<file path="config.mk">
export PLATFORM = sky130hd
export DESIGN_NAME = uart_regs_top
export DESIGN_NICKNAME = d
export VERILOG_FILES = /design/src/uart_regs_pkg.sv /design/src/cmd_if.sv /design/src/res_if.sv /design/src/uart_rx.sv /design/src/cmd_decode.sv /design/src/reg_execute.sv /design/src/reply_format.sv /design/src/uart_tx.sv /design/src/uart_regs_top.sv
export SDC_FILE = /design/constraint.sdc
export NUM_CORES = 1
export LEC_CHECK = 0
export ABC_AREA = 1
export BUFFER_PORTS_ARGS = -buffer_cell sky130_fd_sc_hd__buf_2
export CORE_ASPECT_RATIO = 2
export CORE_MARGIN = 2
export CORE_UTILIZATION = 35
export CTS_CLUSTER_SIZE = 20
export DETAILED_ROUTE_END_ITERATION = 7
export GPL_TIMING_DRIVEN = 0
export PLACE_DENSITY = 0.53
export SLEW_MARGIN = 30
export SYNTH_ARGS = -nofsm -noshare
export SYNTH_HDL_FRONTEND = slang
export SYNTH_HIERARCHICAL = 1
export SYNTH_SLANG_ARGS = --single-unit
</file>
<file path="constraint.sdc">
create_clock -name clk -period 2.29 [get_ports clk]
set_input_delay 0.1145 -clock clk [delete_from_list [all_inputs] [get_ports clk]]
set_output_delay 0.1145 -clock clk [all_outputs]
set_load 0.01 [all_outputs]
</file>
<file path="src/uart_regs_pkg.sv">
package uart_regs_pkg;

  // one bit time in clock cycles, kept short for simulation
  localparam int clks_per_bit = 16;
  localparam int reg_count = 8;

  typedef logic [7:0] byte_t;
  typedef logic [2:0] reg_addr_t;
  typedef logic [7:0] reg_data_t;
  typedef logic [$clog2(clks_per_bit)-1:0] bit_count_t;

  // reply bytes sent back to the host
  localparam byte_t ack_code = 8'h06;
  localparam byte_t nak_code = 8'h15;

  // outcome kind carried on res_if
  typedef logic [1:0] reply_kind_t;
  localparam reply_kind_t kind_ack = 2'd0;
  localparam reply_kind_t kind_data = 2'd1;
  localparam reply_kind_t kind_nak = 2'd2;

endpackage

</file>
<file path="src/cmd_if.sv">
`timescale 1ns/10ps

interface cmd_if;
  import uart_regs_pkg::*;

  logic      valid;
  logic      ready;
  logic      write;
  // command byte had a nonzero bit in 6..3
  logic      bad;
  reg_addr_t addr;
  reg_data_t wdata;

  modport decode (output valid, write, bad, addr, wdata, input ready);
  modport execute (input valid, write, bad, addr, wdata, output ready);

endinterface

</file>
<file path="src/res_if.sv">
`timescale 1ns/10ps

interface res_if;
  import uart_regs_pkg::*;

  logic        valid;
  logic        ready;
  reply_kind_t kind;
  // register value, meaningful for kind_data only
  reg_data_t   rdata;

  modport execute (output valid, kind, rdata, input ready);
  modport result (input valid, kind, rdata, output ready);

endinterface

</file>
<file path="src/uart_rx.sv">
`timescale 1ns/10ps

module uart_rx (
  input  logic                 clk,
  input  logic                 reset,
  input  logic                 rx,
  output uart_regs_pkg::byte_t rx_byte,
  output logic                 rx_strobe
);
  import uart_regs_pkg::*;

  typedef enum logic [1:0] {idle, start, data, stop} rx_state_t;

  rx_state_t  state;
  logic       rx_meta;
  logic       rx_sync;
  bit_count_t count;
  logic [2:0] bit_idx;
  byte_t      shift_reg;

  // two-flop synchronizer, idles high like the line
  always_ff @(posedge clk) begin
    if (reset) begin
      rx_meta <= 1'b1;
      rx_sync <= 1'b1;
    end else begin
      rx_meta <= rx;
      rx_sync <= rx_meta;
    end
  end

  always_ff @(posedge clk) begin
    if (reset) begin
      state     <= idle;
      count     <= '0;
      bit_idx   <= '0;
      rx_strobe <= 1'b0;
    end else begin
      rx_strobe <= 1'b0;
      case (state)
        idle: begin
          count <= '0;
          if (!rx_sync) state <= start;
        end
        start: begin
          // half a bit in, the start bit must still be low
          if (count == bit_count_t'(clks_per_bit / 2 - 1)) begin
            count   <= '0;
            bit_idx <= '0;
            state   <= rx_sync ? idle : data;
          end else begin
            count <= count + 1'b1;
          end
        end
        data: begin
          if (count == bit_count_t'(clks_per_bit - 1)) begin
            count     <= '0;
            shift_reg <= {rx_sync, shift_reg[7:1]};
            bit_idx   <= bit_idx + 1'b1;
            if (bit_idx == 3'd7) state <= stop;
          end else begin
            count <= count + 1'b1;
          end
        end
        stop: begin
          if (count == bit_count_t'(clks_per_bit - 1)) begin
            // low stop bit means a framing error, the byte is dropped
            if (rx_sync) begin
              rx_byte   <= shift_reg;
              rx_strobe <= 1'b1;
            end
            state <= idle;
          end else begin
            count <= count + 1'b1;
          end
        end
      endcase
    end
  end

  a_strobe_single: assert property (@(posedge clk) disable iff (reset)
    rx_strobe |=> !rx_strobe);

endmodule

</file>
<file path="src/cmd_decode.sv">
`timescale 1ns/10ps

module cmd_decode (
  input  logic                 clk,
  input  logic                 reset,
  input  uart_regs_pkg::byte_t rx_byte,
  input  logic                 rx_strobe,
  cmd_if.decode                cmd
);

  typedef enum logic [1:0] {wait_cmd, wait_data, hold} decode_state_t;

  decode_state_t state;
  logic          byte_bad;

  // bits 6..3 must be clear in a command byte
  assign byte_bad = |rx_byte[6:3];
  assign cmd.valid = (state == hold);

  always_ff @(posedge clk) begin
    if (reset) begin
      state <= wait_cmd;
    end else begin
      case (state)
        wait_cmd: begin
          if (rx_strobe) begin
            cmd.addr  <= rx_byte[2:0];
            cmd.bad   <= byte_bad;
            cmd.write <= rx_byte[7] & ~byte_bad;
            // only a good write waits for a data byte
            state     <= (rx_byte[7] && !byte_bad) ? wait_data : hold;
          end
        end
        wait_data: begin
          if (rx_strobe) begin
            cmd.wdata <= rx_byte;
            state     <= hold;
          end
        end
        hold: begin
          if (cmd.ready) state <= wait_cmd;
        end
        default: state <= wait_cmd;
      endcase
    end
  end

  // the byte rate leaves room for the reply before the next command byte
  a_no_strobe_in_hold: assert property (@(posedge clk) disable iff (reset)
    !(rx_strobe && state == hold));

  a_payload_stable: assert property (@(posedge clk) disable iff (reset)
    (cmd.valid && !cmd.ready) |=>
      (cmd.valid && $stable({cmd.write, cmd.bad, cmd.addr, cmd.wdata})));

endmodule

</file>
<file path="src/reg_execute.sv">
`timescale 1ns/10ps

module reg_execute (
  input  logic   clk,
  input  logic   reset,
  cmd_if.execute cmd,
  res_if.execute res
);
  import uart_regs_pkg::*;

  reg_data_t regs [reg_count];
  logic      slot_full;
  logic      cmd_xfer;

  // one-entry result slot takes a new command only when empty
  assign cmd.ready = !slot_full;
  assign res.valid = slot_full;
  assign cmd_xfer = cmd.valid && cmd.ready;

  always_ff @(posedge clk) begin
    if (reset) begin
      slot_full <= 1'b0;
      for (int i = 0; i < reg_count; i++) begin
        regs[i] <= '0;
      end
    end else if (cmd_xfer) begin
      slot_full <= 1'b1;
      // decode clears write for a malformed command byte
      if (cmd.write) regs[cmd.addr] <= cmd.wdata;
    end else if (res.valid && res.ready) begin
      slot_full <= 1'b0;
    end
  end

  // outcome payload
  always_ff @(posedge clk) begin
    if (cmd_xfer) begin
      res.rdata <= regs[cmd.addr];
      if (cmd.bad) res.kind <= kind_nak;
      else if (cmd.write) res.kind <= kind_ack;
      else res.kind <= kind_data;
    end
  end

  a_bad_no_write: assert property (@(posedge clk) disable iff (reset)
    (cmd_xfer && cmd.bad) |=> (regs[$past(cmd.addr)] == $past(regs[cmd.addr])));

endmodule

</file>
<file path="src/reply_format.sv">
`timescale 1ns/10ps

module reply_format (
  input  logic                 clk,
  input  logic                 reset,
  res_if.result                res,
  output uart_regs_pkg::byte_t tx_byte,
  output logic                 tx_valid,
  input  logic                 tx_ready
);
  import uart_regs_pkg::*;

  // a held byte blocks the next outcome
  assign res.ready = !tx_valid;

  always_ff @(posedge clk) begin
    if (reset) begin
      tx_valid <= 1'b0;
    end else if (res.valid && res.ready) begin
      tx_valid <= 1'b1;
    end else if (tx_valid && tx_ready) begin
      tx_valid <= 1'b0;
    end
  end

  always_ff @(posedge clk) begin
    if (res.valid && res.ready) begin
      case (res.kind)
        kind_ack:  tx_byte <= ack_code;
        kind_data: tx_byte <= res.rdata;
        default:   tx_byte <= nak_code;
      endcase
    end
  end

endmodule

</file>
<file path="src/uart_tx.sv">
`timescale 1ns/10ps

module uart_tx (
  input  logic                 clk,
  input  logic                 reset,
  input  uart_regs_pkg::byte_t tx_byte,
  input  logic                 tx_valid,
  output logic                 tx_ready,
  output logic                 tx
);
  import uart_regs_pkg::*;

  typedef enum logic [1:0] {idle, start, data, stop} tx_state_t;

  tx_state_t  state;
  bit_count_t count;
  logic [2:0] bit_idx;
  byte_t      shift_reg;
  logic       bit_done;

  assign bit_done = (count == bit_count_t'(clks_per_bit - 1));

  always_ff @(posedge clk) begin
    if (reset) begin
      state    <= idle;
      count    <= '0;
      bit_idx  <= '0;
      tx_ready <= 1'b1;
      tx       <= 1'b1;
    end else begin
      count <= bit_done ? '0 : count + 1'b1;
      case (state)
        idle: begin
          count <= '0;
          // start bit goes out right after the transfer
          if (tx_valid && tx_ready) begin
            shift_reg <= tx_byte;
            tx_ready  <= 1'b0;
            tx        <= 1'b0;
            state     <= start;
          end
        end
        start: begin
          if (bit_done) begin
            tx        <= shift_reg[0];
            shift_reg <= {1'b0, shift_reg[7:1]};
            bit_idx   <= '0;
            state     <= data;
          end
        end
        data: begin
          if (bit_done) begin
            if (bit_idx == 3'd7) begin
              tx    <= 1'b1;
              state <= stop;
            end else begin
              tx        <= shift_reg[0];
              shift_reg <= {1'b0, shift_reg[7:1]};
              bit_idx   <= bit_idx + 1'b1;
            end
          end
        end
        stop: begin
          if (bit_done) begin
            tx_ready <= 1'b1;
            state    <= idle;
          end
        end
      endcase
    end
  end

  a_idle_high: assert property (@(posedge clk) disable iff (reset)
    (state == idle) |-> tx);

endmodule

</file>
<file path="src/uart_regs_top.sv">
`timescale 1ns/10ps

module uart_regs_top (
  input  logic clk,
  input  logic reset,
  input  logic rx,
  output logic tx
);
  import uart_regs_pkg::*;

  byte_t rx_byte;
  logic  rx_strobe;
  byte_t tx_byte;
  logic  tx_valid;
  logic  tx_ready;

  cmd_if cmd_bus ();
  res_if res_bus ();

  // rx line to bytes
  uart_rx rx_i (
    .clk       (clk),
    .reset     (reset),
    .rx        (rx),
    .rx_byte   (rx_byte),
    .rx_strobe (rx_strobe)
  );

  cmd_decode decode_i (
    .clk       (clk),
    .reset     (reset),
    .rx_byte   (rx_byte),
    .rx_strobe (rx_strobe),
    .cmd       (cmd_bus.decode)
  );

  reg_execute execute_i (
    .clk   (clk),
    .reset (reset),
    .cmd   (cmd_bus.execute),
    .res   (res_bus.execute)
  );

  // one reply byte per command
  reply_format reply_i (
    .clk      (clk),
    .reset    (reset),
    .res      (res_bus.result),
    .tx_byte  (tx_byte),
    .tx_valid (tx_valid),
    .tx_ready (tx_ready)
  );

  uart_tx tx_i (
    .clk      (clk),
    .reset    (reset),
    .tx_byte  (tx_byte),
    .tx_valid (tx_valid),
    .tx_ready (tx_ready),
    .tx       (tx)
  );

endmodule

</file>
==> out/results.ini <==
[status]
run_status = complete, no violations

[worst_setup_path]
critPathKind = register to register
cp-start-kind = register
cp_max_fo = 8
cp_top_family = compound AO/OA/AOI/OAI gates
path_cells = inv_1 -> ha_1 -> inv_2 -> nand2_2 -> nand2_4 -> nand2_1 -> a211oi_2
slowest_delay_ns = 0.57
critical_path.slowest_cell = a211oi_2
cp-end-kind = register
worst-path-buf-inv = 2
cp_data_arrival_time_ns = 2.14
cp.required_ns = 2.35

[clock_tree]
clock-sinks = 146
cts.path.max_buffers = 2
cts_tree = yes
clkSlewWorstSetupHoldPaths_ns = 0.07
cts_made_buffers = 17
h-tree-depth = 4
cts_root_buf = clkbuf_16
clk_latency_ns = 0.43

[synth]
async_flop_share = 0
synth_seq_cells = 146
yosysWarnings = 6
synth_area_leaders = edfxtp_1 (56%), nand2_1 (13%), dfxtp_1 (8.4%)
synth_area_per_cell_um2 = 9.99
syn-cell-area_mm2 = 0.00640
synthFlopType = edfxtp_1
synth_edf_count = 119
synthesis.nets = 656
netlist.area_leader.share = 0.558
synthDistinctLibCells = 37
seq_area_frac_synth = 0.643
syn_inst = 641
synth_area_leader_cell = edfxtp_1

[final_layout]
top_register = execute_i/regs
syn2layout_area_growth_pct = 14.0
layout.cells.non_filler = 895
largest_register_ffs = 64
drive_gt1_frac = 0.141
nets = 681
final_core_util = 0.402
antenna_cells = 0
multi_input_comb_area_mm2 = 0.00203
fill_cells = 1760
area.sequential_mm2 = 0.00411

[drt]
drtPass1Iterations = 4
drc_errors = 0
wire_per_inst_um = 15.0
vias = 4290
drt_iter0_drc = 216
drt_wl_total_mm = 13.4
final_antenna_net_count = 0
vias_per_cell = 4.79

[floorplanning]
core-area_mm2 = 0.0181
num_rows = 70
pin_count = 4
die_x_um = 99.6
die_h_um = 195
die_area_mm2 = 0.0195
start_util = 0.353

[sta]
setup-tns-final_ns = 0
finalHoldViolations = 0
slew_viol_final = 0
maxSlewHeadroom = 0.532
finalClockSkew_ns = 0.0126
worst_pin_slew_ns = 0.700
rsz0062_at_grt = false
post-route-period-util = 0.912
finalSetupViolations = 0
fin_crit_ns = 2.09
max_freq_mhz = 479

[pwr]
irDropWorstVdd_mv = 0.552
sw_frac_of_total = 0.274
cell_internal_pwr_uw = 4760
p_clk_frac = 0.396
total_leakage_power_uw = 0.00307
power_density_mw_per_mm2 = 898
pwr-share-comb = 0.128
p_sw_uw = 1790
pwr-share-seq = 0.476

[placement]
hpwl_mm = 9.83
port_buffers = 3
dp.cells = 860
gp_congestion = 0.848

[global_routing]
grt_pass1_wl_mm = 21.7
gr-total-overflow = 0
antenna_found_initial = 0
grt_usage = 0.148
grt_max_degree = 17
grt_pass1_vias = 4431

[min_path]
min_path_type = primary input to register

[run]
cap_violations = 0

## kinds of logic after synthesis
family                   Yosys count  share of synthesized area
AND/OR/NAND/NOR                  389                      0.264
buffers and inverters             68                     0.0446
AO/OA/AOI/OAI                     25                     0.0240
XOR/XNOR                           1                    0.00137
adder cells (fa/ha/maj)           12                     0.0235
flip-flops                       146                      0.643
## cells in the final DEF, fill, tap and decap left out, drive strengths merged
master	synthesis	layout
or2	5	5
nor3	8	8
dfxtp	27	27
o21ai	9	9
xnor2	1	1
inv	54	62
o21a	1	1
a211oi	2	2
o32ai	1	1
dlygate4sd3	0	1
clkinv	0	2
nand2	236	236
edfxtp	119	119
nand4	8	8
a21oi	11	11
nand3	21	21
ha	12	12
buf	13	18
o211ai	1	1
and3	1	1
nor2	110	110
clkinvlp	0	4
clkbuf	1	19
## cells in the mapped netlist, types with 3 or more instances
library cell  count
inv_2             7
o21ai_0           7
nor3_1            4
nand3_1          16
nand2_1         224
nand4_1           8
nor2_1          105
ha_1             12
or2_2             3
nand2_2          10
dfxtp_1          27
inv_1            47
nor2_4            3
a21oi_1          10
buf_2             9
nor3_2            4
edfxtp_1        119
nand3_4           4
## layout make-up
class / count / share of cell area
multi-input combinational: 427 / 0.278
timing repair buffer: 6 / 0.00549
clock buffer: 18 / 0.0602
inverter: 54 / 0.0278
sequential: 146 / 0.564
buffer: 14 / 0.0113
tap: 216 / 0.0370
clock inverter: 14 / 0.0161
## per-layer routing
metal / wire length, um / global-route usage
met1: 4730 / 0.138
met3: 321 / 0.0290
met4: 414 / 0.0736
met5: 0 / 0
met2: 7920 / 0.291
## power by group through the flow
stage | Combinational [uW] | Sequential, uW | Clock [uW]
6_report | 837 | 3120 | 2600
3_5_place_dp | 844 | 3180 | 0
4_1_cts | 851 | 3120 | 2670
2_1_floorplan | 650 | 3150 | 0
5_1_grt | 949 | 3130 | 2770
3_3_place_gp | 811 | 3170 | 0
## path summary, 6_finish.rpt
| kind | startpoint | to | slack (ns) | depth (start not counted) |
|---|---|---|---|---|
| min reg2reg | rx_i/rx_meta | rx_i/rx_sync | 0.42 | 1 |
| max | tx_i/state[0] | tx_i/shift_reg[7] | 0.20 | 7 |
| max reg2reg | tx_i/state[0] | tx_i/shift_reg[7] | 0.20 | 7 |
| min | reset | decode_i/state[1] | 0.03 | 2 |
## through the flow
step / power, uW / worst slack, ns / hold slack (ns) / area [um^2]
final: 6550 / 0.201 / 0.0287 / 7300
after global routing: 6850 / 0.0683 / 0.0441 / 7300
after CTS: 6640 / 0.0150 / 0.0170 / 7270
after detailed placement: 4020 / -0.0395 / 0.304 / 6700
after global placement: 3980 / -0.146 / 0.304 / 6690
after floorplan: 3800 / 0.236 / 0.177 / 6400
## worst register-to-register path, stage by stage (launching register included)
cell and delay [ns]:
dfxtp_1 0.41, inv_1 0.11, ha_1 0.29, inv_2 0.09, nand2_2 0.06, nand2_4 0.10, nand2_1 0.09, a211oi_2 0.57
## timing repair
action	CTS	global route
setup endpoints to repair	24	64
hold buffers	1	0
gates resized for setup	3	3
buffers inserted	0	2
hold endpoints to repair	1	0
gates cloned	0	0
pin swaps	0	1
(Power assumes the default switching activity.)
